<file path="src/common/soc_pkg.sv">
// Shared definitions for the SoC: bus widths, address map, register
// offsets, FSM state types and the byte-strobe merge helper.
// Compile first; modules import it inside their bodies.
package soc_pkg;

  ////////////////////////////////////////
  // Bus geometry
  ////////////////////////////////////////
  localparam int ADDR_W = 32;
  localparam int DATA_W = 32;
  localparam int STRB_W = 4;

  // Slave select on address bits 31:28
  localparam logic [3:0] REGION_MEM = 4'h0;
  localparam logic [3:0] REGION_DMA = 4'h1;
  localparam logic [3:0] REGION_KEY = 4'h2;

  localparam int MEM_WORDS = 256;
  localparam int MEM_IDX_W = $clog2(MEM_WORDS);

  ////////////////////////////////////////
  // Register offsets
  ////////////////////////////////////////
  localparam logic [3:0] DMA_SRC  = 4'h0;
  localparam logic [3:0] DMA_DST  = 4'h4;
  localparam logic [3:0] DMA_LEN  = 4'h8;
  localparam logic [3:0] DMA_CTRL = 4'hC;

  localparam logic [3:0] KEY_DATA  = 4'h0;
  localparam logic [3:0] KEY_COUNT = 4'h4;
  localparam int         KEY_DEPTH = 8;
  localparam int         KEY_PTR_W = $clog2(KEY_DEPTH);

  // Returned on reads of an unmapped region
  localparam logic [DATA_W-1:0] BUS_DEFAULT_DATA = '0;

  typedef enum logic [1:0] {DMA_IDLE, DMA_READ, DMA_WRITE, DMA_DONE} dma_state_t;
  typedef enum logic [1:0] {GNT_NONE, GNT_CPU, GNT_DMA} grant_t;

  // Replace the bytes of old_w selected by strb with those of new_w
  function automatic logic [DATA_W-1:0] apply_strb(input logic [DATA_W-1:0] old_w,
                                                   input logic [DATA_W-1:0] new_w,
                                                   input logic [STRB_W-1:0] strb);
    logic [DATA_W-1:0] res;
    res = old_w;
    for (int b = 0; b < STRB_W; b++) begin
      if (strb[b]) begin
        res[8*b +: 8] = new_w[8*b +: 8];
      end
    end
    return res;
  endfunction

endpackage

</file>
<file path="src/hdl/wish_bus.sv">
// Shared bus with two masters (CPU port and DMA) and three slaves.
// Registered round-robin grant, decode on address bits 31:28, and a
// bus-generated acknowledge for unmapped regions.
`timescale 1ns/1ps
module wish_bus (
  input  logic                         clk,
  input  logic                         rst_i,
  // CPU master
  input  logic                         m_cpu_cyc_i,
  input  logic                         m_cpu_we_i,
  input  logic [soc_pkg::STRB_W-1:0]   m_cpu_strb_i,
  input  logic [soc_pkg::ADDR_W-1:0]   m_cpu_addr_i,
  input  logic [soc_pkg::DATA_W-1:0]   m_cpu_data_i,
  output logic                         m_cpu_ack_o,
  output logic [soc_pkg::DATA_W-1:0]   m_cpu_data_o,
  // DMA master
  input  logic                         m_dma_cyc_i,
  input  logic                         m_dma_we_i,
  input  logic [soc_pkg::STRB_W-1:0]   m_dma_strb_i,
  input  logic [soc_pkg::ADDR_W-1:0]   m_dma_addr_i,
  input  logic [soc_pkg::DATA_W-1:0]   m_dma_data_i,
  output logic                         m_dma_ack_o,
  output logic [soc_pkg::DATA_W-1:0]   m_dma_data_o,
  // Memory slave
  output logic                         s_mem_cyc_o,
  output logic                         s_mem_we_o,
  output logic [soc_pkg::STRB_W-1:0]   s_mem_strb_o,
  output logic [soc_pkg::ADDR_W-1:0]   s_mem_addr_o,
  output logic [soc_pkg::DATA_W-1:0]   s_mem_data_o,
  input  logic                         s_mem_ack_i,
  input  logic [soc_pkg::DATA_W-1:0]   s_mem_data_i,
  // DMA register slave
  output logic                         s_dma_cyc_o,
  output logic                         s_dma_we_o,
  output logic [soc_pkg::STRB_W-1:0]   s_dma_strb_o,
  output logic [soc_pkg::ADDR_W-1:0]   s_dma_addr_o,
  output logic [soc_pkg::DATA_W-1:0]   s_dma_data_o,
  input  logic                         s_dma_ack_i,
  input  logic [soc_pkg::DATA_W-1:0]   s_dma_data_i,
  // Keyboard slave
  output logic                         s_key_cyc_o,
  output logic                         s_key_we_o,
  output logic [soc_pkg::STRB_W-1:0]   s_key_strb_o,
  output logic [soc_pkg::ADDR_W-1:0]   s_key_addr_o,
  output logic [soc_pkg::DATA_W-1:0]   s_key_data_o,
  input  logic                         s_key_ack_i,
  input  logic [soc_pkg::DATA_W-1:0]   s_key_data_i
);
  import soc_pkg::*;

  grant_t            grant_q;
  logic              last_cpu_q;
  logic              use_dma;
  logic              sel_cyc;
  logic              sel_we;
  logic [STRB_W-1:0] sel_strb;
  logic [ADDR_W-1:0] sel_addr;
  logic [DATA_W-1:0] sel_data;
  logic [3:0]        region;
  logic              unmapped;
  logic              err_ack_q;
  logic              rsp_ack;
  logic [DATA_W-1:0] rsp_data;

  ////////////////////////////////////////
  // Arbitration
  ////////////////////////////////////////
  always_ff @(posedge clk) begin
    if (rst_i) begin
      grant_q    <= GNT_NONE;
      last_cpu_q <= 1'b0;
    end else begin
      case (grant_q)
        GNT_NONE: begin
          // CPU yields to a waiting DMA if it had the last turn
          if (m_cpu_cyc_i && (!m_dma_cyc_i || !last_cpu_q)) begin
            grant_q    <= GNT_CPU;
            last_cpu_q <= 1'b1;
          end else if (m_dma_cyc_i) begin
            grant_q    <= GNT_DMA;
            last_cpu_q <= 1'b0;
          end
        end
        GNT_CPU: if (!m_cpu_cyc_i || m_cpu_ack_o) grant_q <= GNT_NONE;
        GNT_DMA: if (!m_dma_cyc_i || m_dma_ack_o) grant_q <= GNT_NONE;
        default: grant_q <= GNT_NONE;
      endcase
    end
  end

  // Granted master request
  assign use_dma  = (grant_q == GNT_DMA);
  assign sel_cyc  = ((grant_q == GNT_CPU) && m_cpu_cyc_i) || (use_dma && m_dma_cyc_i);
  assign sel_we   = use_dma ? m_dma_we_i   : m_cpu_we_i;
  assign sel_strb = use_dma ? m_dma_strb_i : m_cpu_strb_i;
  assign sel_addr = use_dma ? m_dma_addr_i : m_cpu_addr_i;
  assign sel_data = use_dma ? m_dma_data_i : m_cpu_data_i;

  ////////////////////////////////////////
  // Address decode
  ////////////////////////////////////////
  assign region   = sel_addr[ADDR_W-1 -: 4];
  assign unmapped = (region != REGION_MEM) && (region != REGION_DMA) && (region != REGION_KEY);

  assign s_mem_cyc_o = sel_cyc && (region == REGION_MEM);
  assign s_dma_cyc_o = sel_cyc && (region == REGION_DMA);
  assign s_key_cyc_o = sel_cyc && (region == REGION_KEY);

  assign {s_mem_we_o, s_mem_strb_o, s_mem_addr_o, s_mem_data_o} =
    {sel_we, sel_strb, sel_addr, sel_data};
  assign {s_dma_we_o, s_dma_strb_o, s_dma_addr_o, s_dma_data_o} =
    {sel_we, sel_strb, sel_addr, sel_data};
  assign {s_key_we_o, s_key_strb_o, s_key_addr_o, s_key_data_o} =
    {sel_we, sel_strb, sel_addr, sel_data};

  // Bus answers unmapped accesses itself
  always_ff @(posedge clk) begin
    if (rst_i) begin
      err_ack_q <= 1'b0;
    end else begin
      err_ack_q <= sel_cyc && unmapped && !err_ack_q;
    end
  end

  // Response back to the granted master only
  always_comb begin
    case (region)
      REGION_MEM: begin
        rsp_ack  = s_mem_ack_i;
        rsp_data = s_mem_data_i;
      end
      REGION_DMA: begin
        rsp_ack  = s_dma_ack_i;
        rsp_data = s_dma_data_i;
      end
      REGION_KEY: begin
        rsp_ack  = s_key_ack_i;
        rsp_data = s_key_data_i;
      end
      default: begin
        rsp_ack  = err_ack_q;
        rsp_data = BUS_DEFAULT_DATA;
      end
    endcase
  end

  assign m_cpu_ack_o  = (grant_q == GNT_CPU) && rsp_ack;
  assign m_cpu_data_o = (grant_q == GNT_CPU) ? rsp_data : BUS_DEFAULT_DATA;
  assign m_dma_ack_o  = use_dma && rsp_ack;
  assign m_dma_data_o = use_dma ? rsp_data : BUS_DEFAULT_DATA;

endmodule

</file>
<file path="config.mk">
export PLATFORM = sky130hd
export DESIGN_NAME = wish_bus
export DESIGN_NICKNAME = d
export VERILOG_FILES = /design/src/common/soc_pkg.sv /design/src/hdl/wish_bus.sv
export SDC_FILE = /design/constraint.sdc
export NUM_CORES = 1
export LEC_CHECK = 0
export BUFFER_PORTS_ARGS = -buffer_cell sky130_fd_sc_hd__buf_2
export CORE_AREA = 4 4 201 203
export DETAILED_ROUTE_END_ITERATION = 10
export DIE_AREA = 0 0 205 207
export GPL_ROUTABILITY_DRIVEN = 0
export PLACE_DENSITY_LB_ADDON = 0.15
export SLEW_MARGIN = 20
export SYNTH_ARGS = -nofsm -noshare
export SYNTH_HDL_FRONTEND = slang
export SYNTH_SLANG_ARGS = --single-unit
</file>
<file path="constraint.sdc">
create_clock -name clk -period 5.55 [get_ports clk]
set_clock_uncertainty 0.2 [all_clocks]
set_input_delay 1.11 -clock clk [delete_from_list [all_inputs] [get_ports clk]]
set_output_delay 1.11 -clock clk [all_outputs]
set_load 0.02 [all_outputs]
</file>
==> metrics.md <==
| Metric | Value |
|---|---|
| Ys Warns | 0 |
| Vias in the first global route | 4634 |
| Port bufs | 516 |
| RSZ-0062 raised after global routing | no |
| Ranking of synthesized cells by area | buf_4 (32%), nand2_1 (23%), and2_1 (12%), mux2i_1 (10%), o2bb2ai_1 (8.4%) |
| Worst slew pin tran | 747 ps |
| Worst vdd rail ir drop | 0.0729 mV |
| Number of max-cap violations | 0 |
| Vias | 4674 |
| Die area | 42400 µm² |
| I/O pin count | 517 |
| Detailed placement HPWL | 17900 µm |
| Synth Area per Inst | 6.06 µm² |
| Syn_nets | 789 |
| Final instance area | 5490 µm² |
| Worst path arrival time | 2800 ps |
| CTS H-tree lvls | 1 |
| Antenna violations before repair | 2 |
| Max-slew violation count | 0 |
| Largest net degree at the start of global routing | 68 |
| Seq/Total Area, Yosys | 2.41% |
| Slowest stage cell, crit path | buf_4 |
| Num rows | 72 |
| LEAKAGE | 3.38 nW |
| Synthesized instance count | 548 |
| Detailed Route Iter0 Violations | 194 |
| Status | finished clean |
| Layout area overhead | 65.5% |
| Clock buffers created by TritonCTS | 3 |
| DRT antenna net count | 0 |
| Most common cell in the netlist | nand2_1 |
| Top post-synthesis cells by count | nand2_1 (207), buf_4 (143), and2_1 (66) |
| Post-synthesis cell type count | 31 |
| Drc violations | 0 |
| Setup violators final | 0 |
| Synthesized cell area | 3320 µm² |
| Asr flop ratio synth | 0% |
| Share of layout cells above drive strength 1 | 59.1% |
| Crit end category | output pin |
| Worst-path cell chain | nor2b_4 > buf_4 > mux2i_1 > nand2b_1 > buf_4 > o211a_1 > and2_1 > buf_2 |
| Top FF cell, synth | dfxtp_1 |
| Max Clock Freq | 243 MHz |
| Crit-path leading delay family | buffers and inverters |
| Worst stage delay on the critical path | 540 ps |
| Final Util | 14.3% |
| Die H | 207 µm |
| CTS Sinks | 4 |
| WL/cell | 14.6 µm |
| Worst-case clock buffer depth | 2 |
| Critical Path RT | 4240 ps |
| Fin crit share | 74.1% |
| Chip width | 205 µm |
| Crit path launch | grant_q[1]$_SDFFE_PP0P_ |
| Pre-Repair DR Iteration Count | 4 |
| Slew HR | 50.2% |
| Final hold vios | 0 |
| CTS tree | done |
| Post-route setup slack | 1440 ps |
| First-pass GRT wire length | 29000 µm |
| WP buf/inv | 3 |
| Worst min path class | flop to flop |
| WL final | 20800 µm |
| Skew-Pair Late Insertion Delay | 230 ps |
| Period minus WS final | 4110 ps |
| GRT Residual Overflow | 0 |
| Synth top area share | 32.4% |
| Area after DPL | 5410 µm² |
| Hold_buf cts | 0 |
| RR Startpoint | grant_q[1]$_SDFFE_PP0P_ |
| EDFF count, synth | 0 |
| Critical path fanouts, max | 58 |
| Global Route Usage Sum | 8.79% |
| CTS Root Cell | clkbuf_16 |
| Clk slew on worst S/H paths | 30 ps |
| Starting Density | 8.63% |
| Yosys top cell by area | buf_4 |
| Final #Nets | 1146 |
| PD cells | 143 nW/µm² |
| Post CTS Setup Buffer Count | 0 |
| Startpoint types | flop |
| Kind of critical path | flop to output pin |
| Yosys reg bits | 4 |
| Core box area | 38500 µm² |
| Setup TNS | 0 ps |
| Post-CTS Resized | 0 |
| CP most frequent cell | buf_4 |
| DR vias/cell | 3.28 |
| Worst Hold Launch | last_cpu_q$_SDFFE_PP0P_ |
| Pre-CTS WS | 1360 ps |
==> flip-flops by register name (all words and copies together), names as in the netlist <==
register,cells
grant_q,2
last_cpu_q,1
err_ack_q,1
==> kinds of logic after synthesis <==
logic type	count (synthesis)	share of synthesized area, %
muxes	37	11.8
and+or+nand+nor	292	39.0
DFF	4	2.41
buffers and inverters	175	36.7
AOI/OAI and AO/OA	40	10.1
==> metal layers <==
layer	part of all wire, %	vias up	track usage (%)
met3	7.5	16	1.09
met2	55	291	18.3
met4	1.6	2	1.85
met5	0.062	-	0
li1	-	2311	-
met1	35	2054	9.09
==> worst min-delay path: cells and delay by family, from the launching register on <==
kind             cells  cell delay (ps)
AO/OA/AOI/OAI        1               50
AND/OR/NAND/NOR      1               70
flip-flops           1              320
==> per-stage QoR <==
step | instances | hold WS, ps | total power, mW
2_1_floorplan | 548 | 244 | 0.526
3_3_place_gp | 1418 | 278 | 0.690
3_5_place_dp | 1418 | 282 | 0.682
4_1_cts | 1421 | 290 | 0.799
5_1_grt | 1422 | 323 | 0.840
6_report | 1424 | 294 | 0.787
==> power by group <==
part	leakage, nW	internal, mW	total, mW	switching (mW)
clock	0.0370	0.0921	0.113	0.0212
combinational	3.31	0.219	0.638	0.419
sequential	0.0329	0.0314	0.0348	0.00346
total	3.38	0.343	0.787	0.444
==> layout by cell type (no fill, tap or decap) <==
cell / n
a22oi_1: 1
mux2_4: 1
nor2b_2: 1
nor3_1: 2
nor2b_4: 1
nand2_1: 207
buf_4: 7
o21bai_1: 1
nor4bb_1: 1
or3_1: 2
and2_1: 66
clkbuf_16: 3
mux2i_1: 34
o311ai_0: 1
diode_2: 3
buf_2: 516
mux2i_4: 1
o211a_1: 1
inv_2: 1
dfxtp_1: 4
mux2i_2: 1
o21ai_1: 1
o2bb2ai_1: 32
nor2_1: 7
nand3b_1: 1
inv_1: 3
nand2b_2: 1
a21oi_1: 2
nor2_2: 1
a31oi_1: 1
nand3_1: 1
nand2b_1: 1
==> path summary, 6_finish.rpt <==
kind,end,slack [ps],cells past startpoint
worst max-delay path,m_cpu_ack_o,1440,8
worst min-delay path,last_cpu_q$_SDFFE_PP0P_,290,2
worst max register to register,grant_q[0]$_SDFFE_PP0P_,2840,7
worst min register to register,last_cpu_q$_SDFFE_PP0P_,290,2
==> layout make-up <==
type	count	area [µm²]
Sequential cell	4	80.1
Timing Repair Buffer	523	2640
Fill cell	4604	33000
Antenna cell	3	7.51
Tap cell	518	648
Clock buffer	3	75.1
Multi-Input combinational cell	369	2030
Inverter	4	15.0
Note: power is estimated with default switching activity, not from simulation.
