==> src/common/soc_pkg.sv <==
// Shared definitions for the SoC: bus widths, address map, register
// offsets, FSM state types and the byte-strobe merge helper.
// Compile first; modules import it inside their bodies.
package soc_pkg;

  ////////////////////////////////////////
  // Bus geometry
  ////////////////////////////////////////
  localparam int ADDR_W = 32;
  localparam int DATA_W = 32;
  localparam int STRB_W = 4;

  // Slave select on address bits 31:28
  localparam logic [3:0] REGION_MEM = 4'h0;
  localparam logic [3:0] REGION_DMA = 4'h1;
  localparam logic [3:0] REGION_KEY = 4'h2;

  localparam int MEM_WORDS = 256;
  localparam int MEM_IDX_W = $clog2(MEM_WORDS);

  ////////////////////////////////////////
  // Register offsets
  ////////////////////////////////////////
  localparam logic [3:0] DMA_SRC  = 4'h0;
  localparam logic [3:0] DMA_DST  = 4'h4;
  localparam logic [3:0] DMA_LEN  = 4'h8;
  localparam logic [3:0] DMA_CTRL = 4'hC;

  localparam logic [3:0] KEY_DATA  = 4'h0;
  localparam logic [3:0] KEY_COUNT = 4'h4;
  localparam int         KEY_DEPTH = 8;
  localparam int         KEY_PTR_W = $clog2(KEY_DEPTH);

  // Returned on reads of an unmapped region
  localparam logic [DATA_W-1:0] BUS_DEFAULT_DATA = '0;

  typedef enum logic [1:0] {DMA_IDLE, DMA_READ, DMA_WRITE, DMA_DONE} dma_state_t;
  typedef enum logic [1:0] {GNT_NONE, GNT_CPU, GNT_DMA} grant_t;

  // Replace the bytes of old_w selected by strb with those of new_w
  function automatic logic [DATA_W-1:0] apply_strb(input logic [DATA_W-1:0] old_w,
                                                   input logic [DATA_W-1:0] new_w,
                                                   input logic [STRB_W-1:0] strb);
    logic [DATA_W-1:0] res;
    res = old_w;
    for (int b = 0; b < STRB_W; b++) begin
      if (strb[b]) begin
        res[8*b +: 8] = new_w[8*b +: 8];
      end
    end
    return res;
  endfunction

endpackage

==> src/disk/dma_ctrl.sv <==
// DMA engine: register slave for SRC, DST, LEN and CTRL, plus a bus
// master that copies LEN words from SRC to DST one read/write pair at a
// time. irq_o rises after the last write and is cleared through CTRL bit 1.
`timescale 1ns/1ps
module dma_ctrl (
  input  logic                       clk,
  input  logic                       rst_i,
  // Register slave
  input  logic                       s_cyc_i,
  input  logic                       s_we_i,
  input  logic [soc_pkg::STRB_W-1:0] s_strb_i,
  input  logic [soc_pkg::ADDR_W-1:0] s_addr_i,
  input  logic [soc_pkg::DATA_W-1:0] s_data_i,
  output logic                       s_ack_o,
  output logic [soc_pkg::DATA_W-1:0] s_data_o,
  // Copy master
  output logic                       m_cyc_o,
  output logic                       m_we_o,
  output logic [soc_pkg::STRB_W-1:0] m_strb_o,
  output logic [soc_pkg::ADDR_W-1:0] m_addr_o,
  output logic [soc_pkg::DATA_W-1:0] m_data_o,
  input  logic                       m_ack_i,
  input  logic [soc_pkg::DATA_W-1:0] m_data_i,
  output logic                       irq_o
);
  import soc_pkg::*;

  dma_state_t        state_q;
  logic [DATA_W-1:0] src_q;
  logic [DATA_W-1:0] dst_q;
  logic [DATA_W-1:0] len_q;
  logic [DATA_W-1:0] idx_q;
  logic [DATA_W-1:0] hold_q;
  logic [DATA_W-1:0] rdata_q;
  logic              cyc_q;
  logic              irq_q;
  logic              ack_q;
  logic              access;
  logic              wr_ctrl;
  logic              start;
  logic              busy;

  assign access  = s_cyc_i && !ack_q;
  assign wr_ctrl = access && s_we_i && (s_addr_i[3:0] == DMA_CTRL) && s_strb_i[0];
  assign busy    = (state_q != DMA_IDLE);
  // Start while busy is dropped
  assign start   = wr_ctrl && s_data_i[0] && !busy;

  ////////////////////////////////////////
  // Register slave
  ////////////////////////////////////////
  always_ff @(posedge clk) begin
    if (rst_i) begin
      src_q <= '0;
      dst_q <= '0;
      len_q <= '0;
      ack_q <= 1'b0;
    end else begin
      ack_q <= access;
      if (access && s_we_i) begin
        case (s_addr_i[3:0])
          DMA_SRC: src_q <= apply_strb(src_q, s_data_i, s_strb_i);
          DMA_DST: dst_q <= apply_strb(dst_q, s_data_i, s_strb_i);
          DMA_LEN: len_q <= apply_strb(len_q, s_data_i, s_strb_i);
          default: ;
        endcase
      end
    end
  end

  always_ff @(posedge clk) begin
    if (access) begin
      case (s_addr_i[3:0])
        DMA_SRC:  rdata_q <= src_q;
        DMA_DST:  rdata_q <= dst_q;
        DMA_LEN:  rdata_q <= len_q;
        default:  rdata_q <= {{(DATA_W-2){1'b0}}, irq_q, busy};
      endcase
    end
  end

  ////////////////////////////////////////
  // Copy FSM
  ////////////////////////////////////////
  always_ff @(posedge clk) begin
    if (rst_i) begin
      state_q <= DMA_IDLE;
      cyc_q   <= 1'b0;
      idx_q   <= '0;
    end else begin
      case (state_q)
        DMA_IDLE: begin
          if (start) begin
            idx_q   <= '0;
            state_q <= (len_q == '0) ? DMA_DONE : DMA_READ;
          end
        end
        DMA_READ: begin
          // cyc rises a cycle after entry, giving the bus an idle gap
          if (!cyc_q) begin
            cyc_q <= 1'b1;
          end else if (m_ack_i) begin
            cyc_q   <= 1'b0;
            state_q <= DMA_WRITE;
          end
        end
        DMA_WRITE: begin
          if (!cyc_q) begin
            cyc_q <= 1'b1;
          end else if (m_ack_i) begin
            cyc_q <= 1'b0;
            if (idx_q == len_q - 1'b1) begin
              state_q <= DMA_DONE;
            end else begin
              idx_q   <= idx_q + 1'b1;
              state_q <= DMA_READ;
            end
          end
        end
        default: state_q <= DMA_IDLE;
      endcase
    end
  end

  // Word in flight between the read and the write
  always_ff @(posedge clk) begin
    if (state_q == DMA_READ && cyc_q && m_ack_i) hold_q <= m_data_i;
  end

  // Pending interrupt, set on completion
  always_ff @(posedge clk) begin
    if (rst_i) begin
      irq_q <= 1'b0;
    end else if (state_q == DMA_DONE) begin
      irq_q <= 1'b1;
    end else if (wr_ctrl && s_data_i[1]) begin
      irq_q <= 1'b0;
    end
  end

  assign m_cyc_o  = cyc_q;
  assign m_we_o   = (state_q == DMA_WRITE);
  assign m_strb_o = {STRB_W{1'b1}};
  assign m_addr_o = ((state_q == DMA_WRITE) ? dst_q : src_q) + {idx_q[ADDR_W-3:0], 2'b00};
  assign m_data_o = hold_q;
  assign s_ack_o  = ack_q;
  assign s_data_o = rdata_q;
  assign irq_o    = irq_q;

endmodule

==> config.mk <==
export PLATFORM = sky130hd
export DESIGN_NAME = dma_ctrl
export DESIGN_NICKNAME = d
export VERILOG_FILES = /design/src/common/soc_pkg.sv /design/src/disk/dma_ctrl.sv
export SDC_FILE = /design/constraint.sdc
export NUM_CORES = 1
export LEC_CHECK = 0
export BUFFER_PORTS_ARGS = -buffer_cell sky130_fd_sc_hd__buf_2
export CAP_MARGIN = 20
export CORE_UTILIZATION = 30
export CTS_CLUSTER_SIZE = 8
export DETAILED_ROUTE_END_ITERATION = 6
export REMOVE_ABC_BUFFERS = 1
export SYNTH_ARGS = -nofsm -noshare
export SYNTH_HDL_FRONTEND = slang
export SYNTH_SLANG_ARGS = --single-unit
==> constraint.sdc <==
create_clock -name clk -period 4.3 [get_ports clk]
set_clock_uncertainty 0.1 [all_clocks]
set_input_delay 0.645 -clock clk [delete_from_list [all_inputs] [get_ports clk]]
set_output_delay 0.645 -clock clk [all_outputs]
set_load 0.01 [all_outputs]
==> impl_metrics.ini, run 1 <==
[clock_network]
clkTransAtPathRegs_ps = 80
cts_tree = yes
cts_num_sinks = 197
clock_latency_ps = 460
cts_root_buf = clkbuf_16
cts_buffer_depth = 2
cts_hold_buf = 0
htree_levels = 4
cts_inserted_buffers = 17

[finish]
final_common_cell = nor2_1
antenna_cells = 0
nFillCells = 3643
drive_gt1_share_pct = 31.1
fin_util_pct = 39.8
nNetsFinal = 1598
layout_common_cells = nor2_1, buf_2, mux2i_1, dfxtp_1, buf_4
layout.cells.non_filler = 1937
area_growth_pct = 29.9

[place]
gp_congestion = 0.933
dp_cells = 1885
io_buffers = 176
dp_hpwl_mm = 26.1

[synth]
seq_area_frac_synth_pct = 40.7
synthCells = 1207
ys_warn_count = 0
synth.distinct_cells = 76
post_synth.cell_area_avg_um2 = 9.33
synth_edf_count = 64
ys.flop_type = dfxtp_1
synth_area_um2 = 11300
async_flop_share_pct = 0
ys_seq_elements = 197

[power_and_ir_drop]
pwr-share-clk_pct = 38.4
p_per_area_nw_per_um2 = 295
power_frac_seq_pct = 45.8
switching_power_uw = 1250
power.internal_uw = 3070
p_sw_share_pct = 28.9
fin_total_pwr_uw = 4320
ir_drop_mv = 0.235
leakage_uw = 0.00599
combPwrFrac_pct = 15.8

[timing]
drv_slew = 0
rsz0062_at_grt = true
fin_crit_ps = 4440
clock.fmax_mhz = 225
setup_viol = 4
hold_violations = 0
slew_headroom_pct = 34.9
worstMarginPinSlew_ps = 973
worst_slack_ps = -145
post-route-period-util_pct = 103

[drt]
viasPerCell = 5.20
drc = 1
dr_total_vias = 10100
drtIter0Drc = 643
first_pass_iters = 7
wire_per_inst_um = 18.9
routed_wl_mm = 36.6
ant_nets = 0

[floorplanning]
core_um2 = 36800
initial_utilization_pct = 30.6
io_pins = 209
die_h_um = 196
dieWidth_um = 196
dieArea_um2 = 38300
rows = 70

[global_route]
antenna_found_initial = 0
grt_pass1_wl_mm = 55.5
grt_overflow = 0
grtUsageTotal_pct = 18.8
grt_max_degree = 63
grt_pass1_vias = 9642

[worst_setup_path]
critPathMaxFanout = 8
start_kind = flop
cp.arrival_ps = 3700
end_kind = primary output
critical_path_class = flop to primary output
cp_data_required_time_ps = 3560

[flow_run]
maxCapViolCount = 0

[outcome]
violations = design-rule violations, negative setup slack
status = finished, violations left

[hold_path]
min_path_type = input port to flop
flip-flops by register name, summed over array words and instances, names as in the netlist:
signal / count
dst_q: 32
idx_q: 32
irq_o: 1
len_q: 32
m_cyc_o: 1
m_data_o: 32
s_ack_o: 1
s_data_o: 32
src_q: 32
state_q: 2
timing repair:
action	CTS	global route
setup buffers	11	8
gates cloned	2	0
gates resized for setup	90	51
setup endpoints to repair	18	16
pin swaps	36	28
path summary, 6_finish.rpt:
| check | slack (ps) | to | cells after the start | start |
|---|---|---|---|---|
| worst max-delay path | -140 | m_addr_o[31] | 15 | state_q[0]$_SDFFE_PP0P_ |
| worst min-delay path | 260 | m_data_o[2]$_DFFE_PP_ | 1 | m_data_i[2] |
| worst max register to register | 610 | state_q[1]$_SDFFE_PP0P_ | 11 | len_q[0]$_SDFFE_PP0P_ |
| worst min register to register | 410 | idx_q[31]$_SDFFE_PP0P_ | 2 | idx_q[31]$_SDFFE_PP0P_ |
routing by layer:
| layer | GRT usage [%] | vias to the layer above | share of wire (%) |
|---|---|---|---|
| li1 | - | 4860 | - |
| met1 | 24.0 | 4870 | 45 |
| met2 | 31.5 | 294 | 47 |
| met3 | 4.49 | 42 | 6.6 |
| met4 | 5.03 | 0 | 1.7 |
| met5 | 0 | - | 0 |
Yosys cell counts (18+ instances only):
library cell	count	share of area [%]
nand2_1	49	1.6
xnor2_1	41	3.2
nor2_1	216	7.2
dfxtp_1	133	24
edfxtp_1	64	17
mux2i_1	131	12
nand3_1	30	1.3
clkbuf_1	46	1.5
or3_1	20	1.1
mux2_2	32	3.2
xor2_1	27	2.1
inv_1	23	0.77
o21ai_0	34	1.5
or4_1	18	1.2
ha_1	36	4.0
a21oi_1	83	3.7
cells by family (layout without fill, tap and decap cells):
family,Yosys count,count (layout),share of synthesized area (%)
adder cells (fa/ha/maj),37,37,4.18
multiplexers,163,163,14.8
buffers and inverters,89,348,3.59
flip-flops,197,197,40.7
other,1,4,0.0333
AO/OA/AOI/OAI,207,207,11.7
XOR/XNOR,68,68,5.29
AND/OR/NAND/NOR,445,445,19.6
stage by stage:
step                TNS, ps  cell area, um^2  setup WS (ps)  hold WS, ps
finish                 -434            14600           -145          256
detailed placement     -782            13200           -235          394
CTS                    -604            14300           -148          246
floorplan             -7290            11000           -463          354
global placement       -849            13200           -251          370
global route          -1840            14600           -308          247
layout make-up:
type / count / area (um^2) / area share, %
Multi-Input combinational cell: 924 / 6870 / 47.0
Sequential cell: 197 / 4590 / 31.4
Timing Repair Buffer: 293 / 1900 / 13.0
Tap cell: 468 / 586 / 4.00
Clock buffer: 18 / 429 / 2.93
Clock inverter: 14 / 163 / 1.11
Inverter: 23 / 86.3 / 0.590
power by group through the flow:
stage / sequential (uW) / combinational (uW) / clock, uW
after floorplan: 2030 / 262 / 0
after global placement: 2020 / 565 / 0
after detailed placement: 2020 / 571 / 0
after CTS: 1980 / 671 / 1700
after global routing: 1980 / 727 / 1770
final: 1980 / 682 / 1660
worst max-delay path, cell delays in order, from the launching register on:
cell      delay (ps)
dfxtp_2          330
inv_2             60
ha_4             240
buf_12           160
mux2_4           310
ha_4             220
a211oi_2         200
nand2_2          110
o311ai_4         310
o21ai_4          130
a41o_1           220
a211o_1          280
a31o_2           240
a21oi_2          140
xnor2_1          130
buf_2            160
No activity file was read; power rests on OpenSTA's default activity.
==> inputs of run 2 (changes only) <==
==> constraint.sdc (replaced) <==
create_clock -name clk -period 4.3 [get_ports clk]
set_clock_uncertainty 0.1 [all_clocks]
set_input_delay 0.215 -clock clk [delete_from_list [all_inputs] [get_ports clk]]
set_output_delay 0.215 -clock clk [all_outputs]
set_load 0.01 [all_outputs]
==> run 2 against run 1 <==
  * The run now ends clean
  * Routed wire length decreased by 4.3%
  * Register-to-register slack got worse by 40 ps
  * Final cell count increased by 0.31%
  * Cell area decreased by 2.4%
  * Non-clock buffer count increased by 6
  * Via count decreased by 1.1%
  * Worst hold slack got worse by 170 ps
  * Clock-buffer cell count increased by 1
  * Combinational power decreased by 8.5%
  * Utilization decreased by 0.96 points
  * Die area unchanged
  * Critical endpoint is now m_addr_o[24]
  * Largest cell class unchanged
==> impl_metrics.ini, run 2 (synthesized netlist as in run 1, its figures left out) <==
[place]
dp_hpwl_mm = 25.5
gp_congestion = 0.956
io_buffers = 176
dpl_cell_area_um2 = 12900
dp_cells = 1840

[drt]
viasPerCell = 5.12
dr_total_vias = 9951
routed_wl_mm = 35.0
drc = 0
drtIter0Drc = 700
first_pass_iters = 7
ant_nets = 0
wire_per_inst_um = 18.0

[power_and_ir_drop]
combPwrFrac_pct = 14.8
switching_power_uw = 1150
power_frac_seq_pct = 46.9
p_per_area_nw_per_um2 = 296
power.internal_uw = 3080
pwr-share-clk_pct = 38.4
leakage_uw = 0.00582
p_sw_share_pct = 27.2
ir_drop_mv = 0.253

[worst_setup_path]
cp_data_required_time_ps = 3980
critical_path_class = flop to primary output
cp.arrival_ps = 3820
end_kind = primary output
max_stage_delay_ps = 340
start_kind = flop
critPathMaxFanout = 10
cp_top_family = compound AO/OA/AOI/OAI gates
cp_slowest_cell = mux2_2
crit_chain = inv_2 > ha_4 > buf_12 > mux2_2 > ha_1 > buf_4 > a21o_1 > a21oi_1 > a2bb2oi_2 > a21oi_4 > o31ai_2 > a21oi_2 > a21boi_1 > o21bai_1 > xor2_1 > buf_2
critPathBufInv = 4

[finish]
layout_common_cells = nor2_1, buf_2, dfxtp_1
drive_gt1_share_pct = 23.5
seq_area_um2 = 4580
nNetsFinal = 1604
antenna_cells = 0
multi_input_area_um2 = 6410
final_area_um2 = 14300
layout.cells.non_filler = 1943
nFillCells = 3687
final_common_cell = nor2_1
area_growth_pct = 26.8

[clock_network]
clkTransAtPathRegs_ps = 80
cts_num_sinks = 197
cts_root_buf = clkbuf_16
cts_buffer_depth = 2
cts_tree = yes
htree_levels = 4
cts_inserted_buffers = 17
clock_latency_ps = 450

[timing]
rsz0062_at_grt = true
setup_viol = 0
fin_tns_setup_ps = 0
clock.fmax_mhz = 242
fin_crit_ps = 4140
post-route-period-util_pct = 96.2
drv_slew = 0
hold_violations = 0
worstMarginPinSlew_ps = 1030
slew_headroom_pct = 31.4

[global_route]
grt_max_degree = 68
antenna_found_initial = 0
grt_pass1_vias = 9590
grt_pass1_wl_mm = 54.3
grt_overflow = 0
grtUsageTotal_pct = 18.2

[floorplanning]
dieWidth_um = 196
rows = 70
dieArea_um2 = 38300
core_um2 = 36800
die_h_um = 196
io_pins = 209
initial_utilization_pct = 30.6

[outcome]
status = finished, final reports clean

[flow_run]
maxCapViolCount = 0

[hold_path]
min_path_type = input port to flop
run 2: cell count changes in the layout (fill, tap and decap cells not counted), sizes merged, moves of 2 or more:
| cell | delta |
|---|---|
| clkinvlp | +3 |
| clkinv | -3 |
| inv | -2 |
| dlygate4sd3 | +65 |
| buf | -58 |
run 2: layout make-up:
type	count	area share [%]
multi-input combinational	924	44.9
sequential	197	32.1
timing repair buffer	299	14.2
tap	468	4.10
clock buffer	19	3.03
clock inverter	13	1.03
inverter	23	0.605
run 2: layer usage:
layer / global-route usage, % / wire length, um
met5: 0 / 0
met3: 3.78 / 1840
met1: 24.2 / 16200
met2: 29.9 / 16400
met4: 4.75 / 485
run 2: what timing repair did:
action	CTS	global route
setup endpoints to repair	14	9
buffers inserted	4	2
hold buffers	65	0
endpoints found under the hold margin	129	0
pin swaps	7	7
gates resized for setup	8	30
run 2: stage by stage:
step           total power (uW)  utilization (%)  setup WS, ps  hold WS (ps)
3_3_place_gp               2570             35.0           183           293
5_1_grt                    4400             38.8         -68.1          96.3
4_1_cts                    4270             38.4          4.75          75.8
2_1_floorplan              2300                -          -216           187
3_5_place_dp               2580             35.0           146           294
6_report                   4230             38.8           162          91.0
run 2: worst reg2reg max path, cell delays in order, from the launching register on:
cell and delay, ps:
dfxtp_1 340, inv_1 100, ha_1 320, nor4b_4 280, nand3_1 180, nor4_2 490, and3_1 250, or4b_1 520
a2111oi_4 430, buf_12 280, nor3_1 130, o41ai_2 210
run 2: path summary, 6_finish.rpt:
path	from	endpoint	slack, ps	cells past startpoint
hold / removal	rst_i	dst_q[12]$_SDFFE_PP0P_	90	2
setup / recovery	state_q[0]$_SDFFE_PP0P_	m_addr_o[24]	160	16
hold reg to reg	idx_q[31]$_SDFFE_PP0P_	idx_q[31]$_SDFFE_PP0P_	410	2
setup reg to reg	len_q[1]$_SDFFE_PP0P_	state_q[1]$_SDFFE_PP0P_	570	11
run 2: power by group through the flow:
| stage | clock, uW | combinational (uW) | sequential (uW) |
|---|---|---|---|
| 3_5_place_dp | 0 | 558 | 2020 |
| 2_1_floorplan | 0 | 262 | 2030 |
| 4_1_cts | 1670 | 618 | 1980 |
| 5_1_grt | 1740 | 673 | 1980 |
| 3_3_place_gp | 0 | 552 | 2020 |
| 6_report | 1620 | 624 | 1980 |
