--- config.mk ---
export PLATFORM = sky130hd
export DESIGN_NAME = keyboard
export DESIGN_NICKNAME = d
export VERILOG_FILES = /design/src/common/soc_pkg.sv /design/src/keyboard/keyboard.sv
export SDC_FILE = /design/constraint.sdc
export NUM_CORES = 1
export LEC_CHECK = 0
export ABC_CLOCK_PERIOD_IN_PS = 3400
export BUFFER_PORTS_ARGS = -buffer_cell sky130_fd_sc_hd__buf_4
export CORE_MARGIN = 3
export CORE_UTILIZATION = 53
export CTS_BUF_LIST = sky130_fd_sc_hd__clkbuf_8
export CTS_CLUSTER_SIZE = 14
export DETAILED_ROUTE_END_ITERATION = 10
export PLACE_DENSITY = 0.86
export SYNTH_ARGS = -nofsm -noshare
export SYNTH_HDL_FRONTEND = slang
export SYNTH_SLANG_ARGS = --single-unit
--- constraint.sdc ---
create_clock -name clk -period 3.4 [get_ports clk]
set_clock_uncertainty 0.15 [all_clocks]
set_input_delay 0.34 -clock clk [delete_from_list [all_inputs] [get_ports clk]]
set_output_delay 0.34 -clock clk [all_outputs]
set_load 0.01 [all_outputs]
--- src/common/soc_pkg.sv ---
// Shared definitions for the SoC: bus widths, address map, register
// offsets, FSM state types and the byte-strobe merge helper.
// Compile first; modules import it inside their bodies.
package soc_pkg;

  ////////////////////////////////////////
  // Bus geometry
  ////////////////////////////////////////
  localparam int ADDR_W = 32;
  localparam int DATA_W = 32;
  localparam int STRB_W = 4;

  // Slave select on address bits 31:28
  localparam logic [3:0] REGION_MEM = 4'h0;
  localparam logic [3:0] REGION_DMA = 4'h1;
  localparam logic [3:0] REGION_KEY = 4'h2;

  localparam int MEM_WORDS = 256;
  localparam int MEM_IDX_W = $clog2(MEM_WORDS);

  ////////////////////////////////////////
  // Register offsets
  ////////////////////////////////////////
  localparam logic [3:0] DMA_SRC  = 4'h0;
  localparam logic [3:0] DMA_DST  = 4'h4;
  localparam logic [3:0] DMA_LEN  = 4'h8;
  localparam logic [3:0] DMA_CTRL = 4'hC;

  localparam logic [3:0] KEY_DATA  = 4'h0;
  localparam logic [3:0] KEY_COUNT = 4'h4;
  localparam int         KEY_DEPTH = 8;
  localparam int         KEY_PTR_W = $clog2(KEY_DEPTH);

  // Returned on reads of an unmapped region
  localparam logic [DATA_W-1:0] BUS_DEFAULT_DATA = '0;

  typedef enum logic [1:0] {DMA_IDLE, DMA_READ, DMA_WRITE, DMA_DONE} dma_state_t;
  typedef enum logic [1:0] {GNT_NONE, GNT_CPU, GNT_DMA} grant_t;

  // Replace the bytes of old_w selected by strb with those of new_w
  function automatic logic [DATA_W-1:0] apply_strb(input logic [DATA_W-1:0] old_w,
                                                   input logic [DATA_W-1:0] new_w,
                                                   input logic [STRB_W-1:0] strb);
    logic [DATA_W-1:0] res;
    res = old_w;
    for (int b = 0; b < STRB_W; b++) begin
      if (strb[b]) begin
        res[8*b +: 8] = new_w[8*b +: 8];
      end
    end
    return res;
  endfunction

endpackage

--- src/keyboard/keyboard.sv ---
// Keyboard slave: scan codes arrive on a valid/ready input into an
// 8-entry FIFO. Reading KEY_DATA pops one code, KEY_COUNT gives the level.
`timescale 1ns/1ps
module keyboard (
  input  logic                       clk,
  input  logic                       rst_i,
  input  logic                       key_valid_i,
  input  logic [7:0]                 key_data_i,
  output logic                       key_ready_o,
  input  logic                       s_cyc_i,
  input  logic                       s_we_i,
  input  logic [soc_pkg::STRB_W-1:0] s_strb_i,
  input  logic [soc_pkg::ADDR_W-1:0] s_addr_i,
  input  logic [soc_pkg::DATA_W-1:0] s_data_i,
  output logic                       s_ack_o,
  output logic [soc_pkg::DATA_W-1:0] s_data_o
);
  import soc_pkg::*;

  logic [7:0]           fifo_q [KEY_DEPTH];
  logic [KEY_PTR_W-1:0] wr_ptr_q;
  logic [KEY_PTR_W-1:0] rd_ptr_q;
  logic [KEY_PTR_W:0]   count_q;
  logic                 empty;
  logic                 push;
  logic                 pop;
  logic                 access;
  logic                 ack_q;
  logic [DATA_W-1:0]    rdata_q;

  assign empty       = (count_q == '0);
  assign key_ready_o = (count_q != KEY_DEPTH);
  assign push        = key_valid_i && key_ready_o;
  assign access      = s_cyc_i && !ack_q;
  assign pop         = access && !s_we_i && (s_addr_i[3:0] == KEY_DATA) && !empty;

  ////////////////////////////////////////
  // FIFO pointers and level
  ////////////////////////////////////////
  always_ff @(posedge clk) begin
    if (rst_i) begin
      wr_ptr_q <= '0;
      rd_ptr_q <= '0;
      count_q  <= '0;
      ack_q    <= 1'b0;
    end else begin
      ack_q <= access;
      if (push) wr_ptr_q <= wr_ptr_q + 1'b1;
      if (pop)  rd_ptr_q <= rd_ptr_q + 1'b1;
      case ({push, pop})
        2'b10:   count_q <= count_q + 1'b1;
        2'b01:   count_q <= count_q - 1'b1;
        default: count_q <= count_q;
      endcase
    end
  end

  always_ff @(posedge clk) begin
    if (push) fifo_q[wr_ptr_q] <= key_data_i;
  end

  // Register reads; writes only get an ack
  always_ff @(posedge clk) begin
    if (access) begin
      case (s_addr_i[3:0])
        KEY_DATA:  rdata_q <= empty ? '0 : {{(DATA_W-9){1'b0}}, 1'b1, fifo_q[rd_ptr_q]};
        KEY_COUNT: rdata_q <= {{(DATA_W-KEY_PTR_W-1){1'b0}}, count_q};
        default:   rdata_q <= '0;
      endcase
    end
  end

  assign s_ack_o  = ack_q;
  assign s_data_o = rdata_q;

endmodule

==> run summary, run 1 <==
Hold Path Class: input pin to flop
CP startpoint: count_q[2]$_SDFFE_PP0P_
CTS Buffer Depth: 2
Async S/R FF share, synth: 0%
Post-Syn Area: 0.00365 mm^2
Hold Startpoint: key_data_i[5]
Chip height: 89.0 um
Largest net degree at the start of global routing: 17
Vias: 1849
Post-CTS resize count: 0
Synth cell types: 37
Leak: 1.43 nW
Synth Area in Compound Gates: 1.99%
Ant. Diodes: 0
Fraction of layout cells with a size suffix above 1: 26.9%
Fin Hold WS: 63.8 ps
H-tree depth: 3
Initial antenna violation count: 0
DP Area: 0.00383 mm^2
Routed Wire Length: 5790 um
Antenna viol nets, final: 0
Final number of max-transition violations: 0
Chip Width: 89.0 um
Register area share after synthesis: 67.7%
Peak Freq: 356 MHz
Setup CP Type: flop to flop
Worst IR Drop VDD: 306 uV
Layout Cells excl Fill: 337
Xor/xnor share of the synthesized area: 1.44%
Fin crit period: 2810 ps
Main synth FF type: edfxtp_1
Area occupied by multi-input gates: 0.00102 mm^2
# port buffers: 27
Slew @ Worst Pin: 863 ps
Storage element area: 0.00247 mm^2
CP Launch Type: flop
Setup Buffers After CTS: 0
Slew headroom: 42.2%
Finished Cell Area: 0.00401 mm^2
Vias/cell: 5.49
RSZ-0062 raised after global routing: false
GPL Wtd Cong: 0.711
Final hold vios: 0
Status: finished clean
Synth top area cells: edfxtp_1 60%, mux4_2 9.9%, dfxtp_1 7.7%
Setup crit end kind: flop
Fillers: 486
Synth Area in Simple Gates: 7.53%
Initial Utilization: 55.9%
Arr. time, crit path: 2910 ps
Area grow syn2layout: 9.83%
Initial DRC count: 165
Post-DP HPWL: 3930 um
Worst Path Required: 3500 ps
PD cells: 489 mW/mm^2
GRT Residual Overflow: 0
Post-synth EDFFs: 73
Cts hold-fix bufs: 0
Clock Sink Count: 87
# rows: 29
RR Startpoint: count_q[2]$_SDFFE_PP0P_
Io pins: 115
Yosys warnings: 0
Final setup TNS: 0 ps
Final setup viols: 0
DIE AREA: 0.00793 mm^2
Syn avg cell area: 16.5 um^2
Core area: 0.00653 mm^2
WL/cell: 17.2 um
First-pass GRT wire length: 9000 um
Clock-pin slew on the worst setup and hold paths: 80 ps
Placed insts: 321
Post-synth top area cell: edfxtp_1
Maxcap violations: 0
Cells after synthesis: 221
Post-layout nets: 341
Global Route Usage Sum: 16.2%
Largest family of logic cells by synthesized area: multiplexers
Final Cycle Share: 82.5%
Adder-cell share of the synthesized area: 1.71%
Clk_lat worst skew: 350 ps
Remaining DRCs: 0
#FFs+latches synth: 87
Number of global-route vias before repair: 1846
Maximum fanout along the worst path: 8
CTS tree: done
Mux share of post-synthesis cell area: 12.9%
Synth top area share: 60.0%
Pre-antenna DRT Iters: 4
Clock root buffer: clkbuf_8
CTS Buf Count: 9
## Yosys cell counts, types with 3 or more instances
library cell / n
edfxtp_1: 73
buf_4: 25
nor2_1: 19
mux4_2: 16
dfxtp_1: 14
mux2i_1: 10
nand2_1: 6
xor2_1: 6
ha_1: 5
a21oi_1: 3
buf_6: 3
inv_1: 3
nand2b_1: 3
nor2b_1: 3
o21ai_0: 3
## registers in the layout (all words and copies together), names as in the netlist, named ones only
register  cells
s_ack_o       1
fifo_q       64
rd_ptr_q      3
count_q       4
s_data_o      9
wr_ptr_q      3
## metrics by stage
step / setup slack, ps / utilization [%] / total power [W]
2_1_floorplan: 790 / - / 0.00130
3_3_place_gp: 587 / 58.7 / 0.00132
3_5_place_dp: 484 / 58.7 / 0.00133
4_1_cts: 605 / 61.4 / 0.00198
5_1_grt: 517 / 61.4 / 0.00203
6_report: 594 / 61.4 / 0.00196
## cell type report
| cell class | count | area share [%] |
|---|---|---|
| clock buffers | 9 | 3.09 |
| clock inverters | 7 | 1.37 |
| inverters | 3 | 0.281 |
| multi-input cells | 123 | 25.4 |
| flip-flops and latches | 87 | 61.6 |
| well taps | 77 | 2.40 |
| repair buffers | 31 | 5.80 |
## placed cells by master (no fill, tap or decap), types with 3 or more instances in the layout
cell,synthesis,routed
clkbuf_8,0,9
o21ai_0,3,3
mux2i_1,10,10
conb_1,1,23
nand2b_1,3,3
edfxtp_1,73,73
a21oi_1,3,3
clkinv_1,0,3
xor2_1,6,6
nor2b_1,3,3
ha_1,5,5
buf_4,25,31
dfxtp_1,14,14
nor2_1,19,19
inv_1,3,4
mux4_2,16,16
nand2_1,6,6
## per-layer routing
layer / up-vias / GRT usage, % / wire length (um)
li1: 853 / - / -
met1: 900 / 18.2 / 2320
met2: 84 / 27.9 / 2950
met3: 12 / 5.35 / 407
met4: 0 / 7.85 / 111
met5: - / 0 / 0
## kinds of logic after synthesis
group	count (synthesis)
compound gates	12
xor+xnor	6
fa+ha+maj	5
buf+inv	33
flops	87
mux	27
other cells	1
simple gates	50
## critical path, cell delays in order (launching register included)
cell     delay, ps
dfxtp_1        370
or4b_1         690
nand2_4        170
ha_1           320
or3_2          470
o32ai_1        160
mux2_2         370
## power by group
part,internal (W),total [W],switching (W)
registers,0.00118,0.00119,0.0000129
logic,0.0000478,0.000114,0.0000662
clock network,0.000327,0.000654,0.000328
## worst paths after layout
check / slack [ps] / depth (start not counted) / endpoint
max reg2reg: 590 / 6 / count_q[3]$_SDFFE_PP0P_
min: 60 / 1 / fifo_q[3][5]$_DFFE_PP_
max: 590 / 6 / count_q[3]$_SDFFE_PP0P_
min reg2reg: 370 / 2 / wr_ptr_q[0]$_SDFFE_PP0P_
No activity file was read; power rests on OpenSTA's default activity.
==> inputs of run 2 (changes only) <==
--- a/config.mk
+++ b/config.mk
@@ -5,7 +5,7 @@
 export SDC_FILE = /design/constraint.sdc
 export NUM_CORES = 1
 export LEC_CHECK = 0
-export ABC_CLOCK_PERIOD_IN_PS = 3400
+export ABC_CLOCK_PERIOD_IN_PS = 2950
 export BUFFER_PORTS_ARGS = -buffer_cell sky130_fd_sc_hd__buf_4
 export CORE_MARGIN = 3
 export CORE_UTILIZATION = 53
==> constraint.sdc (replaced) <==
create_clock -name clk -period 2.95 [get_ports clk]
set_clock_uncertainty 0.15 [all_clocks]
set_input_delay 0.295 -clock clk [delete_from_list [all_inputs] [get_ports clk]]
set_output_delay 0.295 -clock clk [all_outputs]
set_load 0.01 [all_outputs]
==> run summary, run 2 (synthesized netlist as in run 1, its figures left out) <==
CTS Buf Count: 9 (unchanged)
H-tree depth: 3 (unchanged)
Most used routing layer: met2
Final setup viols: 0 (unchanged)
# port buffers: 27 (unchanged)
Setup Buffers After CTS: 0 (unchanged)
Status: finished clean
Number of global-route vias before repair: 1778 (-3.7%)
Cts hold-fix bufs: 0 (unchanged)
Setup CP Type: flop to flop
Fraction of layout cells with a size suffix above 1: 28.6% (+1.6 points)
Peak Freq: 368 MHz (+3.1%)
Post-layout nets: 347 (+1.8%)
Core area: 0.00653 mm^2 (unchanged)
First-pass GRT wire length: 8850 um (-1.8%)
Vias/cell: 5.38 (-2.0%)
M1 GR Usage: 18.9% (+0.75 points)
Initial DRC count: 111 (-33%)
Fillers: 475 (-2.3%)
DIE AREA: 0.00793 mm^2 (unchanged)
Largest net degree at the start of global routing: 17 (unchanged)
Vias: 1845 (-0.22%)
Initial antenna violation count: 0 (unchanged)
Hold Path Class: input pin to flop
Slew @ Worst Pin: 748 ps (-116 ps)
Slew headroom: 49.8% (+7.5 points)
Clk_lat worst skew: 350 ps (about the same)
CTS tree: done
Global Route Usage Sum: 15.9% (-0.32 points)
WL/cell: 16.6 um (-3.6%)
Chip Width: 89.0 um (unchanged)
Reg with most FFs: fifo_q
Setup crit end kind: flop
Remaining DRCs: 0 (unchanged)
# rows: 29 (unchanged)
GRT Residual Overflow: 0 (unchanged)
Most frequent cells in the layout: 73 x edfxtp_1, 37 x buf_4, 23 x conb_1, 19 x nor2_1, 16 x mux4_2
Io pins: 115 (unchanged)
Placed insts: 327 (+1.9%)
Final number of max-transition violations: 0 (unchanged)
Clock-pin slew on the worst setup and hold paths: 80 ps (about the same)
Pre-antenna DRT Iters: 4 (unchanged)
Fin crit period: 2720 ps (-85.7 ps)
Area occupied by multi-input gates: 0.00102 mm^2 (unchanged)
Utilization after layout: 62.5% (+1.1 points)
Antenna viol nets, final: 0 (unchanged)
Ant. Diodes: 0 (unchanged)
CP Launch Type: flop
Power Total: 0.00234 W (+19%)
Area grow syn2layout: 11.7%
Maximum fanout along the worst path: 7 (-1)
Initial Utilization: 55.9% (unchanged)
Clock root buffer: clkbuf_8
Post-CTS resize count: 0 (unchanged)
GRT met3 Usage: 6.73% (+1.4 points)
Worst Path Required: 3050 ps (-450 ps)
PD cells: 573 mW/mm^2 (+17%)
Final Cycle Share: 92.2% (+9.7 points)
Worst IR Drop VDD: 421 uV (+38%)
Max FFs per register: 64 (unchanged)
Fin Hold WS: 31.4 ps (-32.4 ps)
Post-DP HPWL: 3890 um (-1.1%)
Routed Wire Length: 5680 um (-1.8%)
M2 GR Usage: 26.7% (-1.1 points)
Final hold vios: 0 (unchanged)
Leak: 1.47 nW (+3.2%)
Layout Cells excl Fill: 343 (+1.8%)
GPL Wtd Cong: 0.771 (+8.4%)
Chip height: 89.0 um (unchanged)
Arr. time, crit path: 2820 ps (-90 ps)
RSZ-0062 raised after global routing: false
Maxcap violations: 0 (unchanged)
Most common cell after layout, fill and taps aside: edfxtp_1
Clock Sink Count: 87 (unchanged)
CTS Buffer Depth: 2 (unchanged)
Final setup TNS: 0 ps (unchanged)
Storage element area: 0.00247 mm^2 (unchanged)
run 2: through the flow:
step,instance area [um^2],worst slack (ps)
6_report,4080,230
5_1_grt,4080,109
4_1_cts,4080,223
3_5_place_dp,3880,242
3_3_place_gp,3880,256
2_1_floorplan,3740,340
run 2: final cells by class:
cell class	count	area share, %
Clock buffer	9	3.03
Inverter	3	0.276
Multi-Input combinational cell	123	25.0
Clock inverter	7	1.96
Tap cell	77	2.36
Sequential cell	87	60.6
Timing Repair Buffer	37	6.80
run 2: routing by layer:
layer	wire, um	part of all wire [%]
met1	2400	42
met2	2850	50
met3	363	6.4
met4	67	1.2
met5	0	0
run 2: critical path, cell delays in order, from the launching register on:
cell and delay, ps:
dfxtp_1 390, or4b_1 680, nand2_4 170, ha_1 250, or3_2 440, o32ai_1 160
mux2_2 370
run 2: path summary, 6_finish.rpt:
kind,start,to,slack (ps),cells after the start
setup / recovery,count_q[0]$_SDFFE_PP0P_,count_q[3]$_SDFFE_PP0P_,230,6
hold / removal,key_data_i[1],fifo_q[1][1]$_DFFE_PP_,30,1
setup reg to reg,count_q[0]$_SDFFE_PP0P_,count_q[3]$_SDFFE_PP0P_,230,6
hold reg to reg,wr_ptr_q[0]$_SDFFE_PP0P_,wr_ptr_q[0]$_SDFFE_PP0P_,360,2
run 2: report_power, final:
part | switching [W] | leakage [nW] | internal, W
combinational | 0.0000759 | 0.576 | 0.0000565
clock | 0.000370 | 0.111 | 0.000464
sequential | 0.0000144 | 0.786 | 0.00136
==> inputs of run 3 (changes only) <==
==> config.mk (replaced) <==
export PLATFORM = sky130hd
export DESIGN_NAME = keyboard
export DESIGN_NICKNAME = d
export VERILOG_FILES = /design/src/common/soc_pkg.sv /design/src/keyboard/keyboard.sv
export SDC_FILE = /design/constraint.sdc
export NUM_CORES = 1
export LEC_CHECK = 0
export ABC_CLOCK_PERIOD_IN_PS = 2200
export BUFFER_PORTS_ARGS = -buffer_cell sky130_fd_sc_hd__buf_4
export CORE_MARGIN = 2
export CORE_UTILIZATION = 48
export CTS_BUF_LIST = sky130_fd_sc_hd__clkbuf_8
export CTS_CLUSTER_SIZE = 14
export DETAILED_ROUTE_END_ITERATION = 10
export PLACE_DENSITY = 0.83
export SYNTH_ARGS = -nofsm -noshare
export SYNTH_HDL_FRONTEND = slang
export SYNTH_SLANG_ARGS = --single-unit
==> constraint.sdc (replaced) <==
create_clock -name clk -period 2.2 [get_ports clk]
set_clock_uncertainty 0.15 [all_clocks]
set_input_delay 0.22 -clock clk [delete_from_list [all_inputs] [get_ports clk]]
set_output_delay 0.22 -clock clk [all_outputs]
set_load 0.01 [all_outputs]
==> run summary, run 3 (synthesized netlist as in run 1, its figures left out) <==
Maximum fanout along the worst path: 3 (-4)
Initial DRC count: 120 (+8.1%)
Fillers: 518 (+9.1%)
Most frequent cells in the layout: 73 x edfxtp_1, 50 x buf_4, 23 x conb_1, 16 x mux4_2, 14 x nor2_1
Clk_lat worst skew: 350 ps (about the same)
Core area: 0.00733 mm^2 (+12%)
Initial Utilization: 49.8% (-6.1 points)
Power Total: 0.00298 W (+27%)
Vias/cell: 5.03 (-6.4%)
Internal: 0.00233 W (+24%)
Io pins: 115 (unchanged)
Largest net degree at the start of global routing: 17 (unchanged)
Area occupied by multi-input gates: 0.00112 mm^2 (+9.8%)
Area grow syn2layout: 20.1%
RSZ-0062 raised after global routing: true
Final number of max-transition violations: 0 (unchanged)
Final hold vios: 0 (unchanged)
Maxcap violations: 0 (unchanged)
PD cells: 680 mW/mm^2 (+19%)
# rows: 31 (+6.9%)
Ant. Diodes: 0 (unchanged)
NetSw: 0.000655 W (+42%)
Clock-pin slew on the worst setup and hold paths: 80 ps (about the same)
Most common cell after layout, fill and taps aside: edfxtp_1
Clock root buffer: clkbuf_8
Max FFs per register: 64 (unchanged)
Pre-antenna DRT Iters: 4 (unchanged)
GRT Residual Overflow: 0 (unchanged)
Slew headroom: 44.9% (-4.8 points)
First-pass GRT wire length: 9880 um (+12%)
Delay-heaviest family, CP: simple AND/OR/NAND/NOR gates
Remaining DRCs: 0 (unchanged)
CP Launch Type: flop
Leak: 1.57 nW (+6.6%)
Slowest cell on crit path: or4_4
DIE AREA: 0.00833 mm^2 (+5.0%)
CTS Buffer Depth: 2 (unchanged)
Worst IR Drop VDD: 293 uV (-30%)
Storage element area: 0.00247 mm^2 (+0.10%)
H-tree depth: 3 (unchanged)
Fin crit period: 2350 ps (-371 ps)
# port buffers: 27 (unchanged)
Post-DP HPWL: 4140 um (+6.5%)
Routed Wire Length: 6130 um (+7.9%)
Worst setup margin: -149 ps (-379 ps)
Antenna viol nets, final: 0 (unchanged)
Chip Width: 91.2 um (+2.5%)
Fraction of layout cells with a size suffix above 1: 36.6% (+8.0 points)
Peak Freq: 426 MHz (+16%)
Chip height: 91.2 um (+2.5%)
Comb power frac: 7.8% (+2.1 points)
Reg with most FFs: fifo_q
Sw frac: 22.0% (+2.3 points)
Clk pwr share: 30.5% (-5.1 points)
WL/cell: 15.8 um (-4.8%)
Initial antenna violation count: 0 (unchanged)
Critical Path Max Stage Delay: 560 ps (-120 ps)
Number of global-route vias before repair: 1987 (+12%)
Fin Hold WS: 62.9 ps (+31.5 ps)
Final setup viols: 2 (+2)
Arr. time, crit path: 2490 ps (-330 ps)
Vias: 1958 (+6.1%)
Sequential share of power: 61.7% (+3.0 points)
Setup CP Type: flop to flop
Failing checks: negative setup slack
GPL Wtd Cong: 0.721 (-6.5%)
Buf+Inv Stages, Crit Path: 1 (+1)
Global Route Usage Sum: 15.9% (about the same)
Worst Path Required: 2340 ps (-710 ps)
CTS tree: done
Slew @ Worst Pin: 823 ps (+75.4 ps)
Final Cycle Share: 107% (+15 points)
Post-layout nets: 371 (+6.9%)
Status: finished with violations
Setup crit end kind: flop
Clock Sink Count: 87 (unchanged)
Hold Path Class: input pin to flop
Crit-path cells: or4_4 > nand3_4 > inv_4 > ha_4 > xor2_2 > ha_2 > a21oi_2 > xor2_1 > or3_1 > a21oi_1
CTS Buf Count: 9 (unchanged)
==> run 3: cell types whose count changed in the layout (fill, tap and decap cells not counted), sizes merged <==
cell and delta:
inv +1, buf +14, dlygate4sd3 +10, clkinv +1, bufinv -2
==> run 3: worst min-delay path, stage by stage <==
cell	delay, ps
buf_4	140
nand3_1	100
a21oi_2	50
==> run 3: final timing paths <==
check | endpoint | startpoint | slack [ps] | depth (start not counted)
worst max register to register | count_q[2]$_SDFFE_PP0P_ | count_q[0]$_SDFFE_PP0P_ | -150 | 10
worst max-delay path | count_q[2]$_SDFFE_PP0P_ | count_q[0]$_SDFFE_PP0P_ | -150 | 10
worst min register to register | wr_ptr_q[0]$_SDFFE_PP0P_ | wr_ptr_q[0]$_SDFFE_PP0P_ | 370 | 2
worst min-delay path | wr_ptr_q[1]$_SDFFE_PP0P_ | key_valid_i | 60 | 3
==> run 3: what timing repair did <==
action	4_1_cts	5_1_grt
endpoints found under the setup margin	34	27
hold buffers	10	0
pin swaps	5	2
gates resized for setup	9	6
setup buffers	1	1
endpoints found under the hold margin	69	0
==> run 3: routing by layer <==
metal	up-vias	global-route usage, %	part of all wire (%)
li1	913	-	-
met1	978	20.3	45
met2	58	26.1	49
met3	9	3.24	4.4
met4	0	7.58	2.1
met5	-	0	0
==> run 3: power by group through the flow <==
stage	Clock, W	Sequential (W)	Combinational (W)
4_1_cts	0.000924	0.00184	0.000228
6_report	0.000909	0.00184	0.000232
2_1_floorplan	0	0.00188	0.000137
5_1_grt	0.000990	0.00184	0.000253
3_3_place_gp	0	0.00187	0.000200
3_5_place_dp	0	0.00188	0.000208
==> run 3: final cells by class <==
class | instances | share of cell area [%]
flip-flops and latches | 87 | 56.4
multi-input cells | 123 | 25.6
repair buffers | 61 | 11.3
clock buffers | 9 | 2.82
well taps | 99 | 2.82
clock inverters | 7 | 0.770
inverters | 3 | 0.314
==> run 3: stage by stage <==
step	cell area, um^2	std cells	setup WS (ps)	util, %	setup TNS (ps)
floorplan	3780	243	-227	-	-422
global placement	4060	361	-187	55.4	-470
detailed placement	4060	361	-227	55.4	-1580
CTS	4350	388	-137	59.3	-225
global route	4390	389	-251	59.8	-431
finish	4390	389	-149	59.8	-265
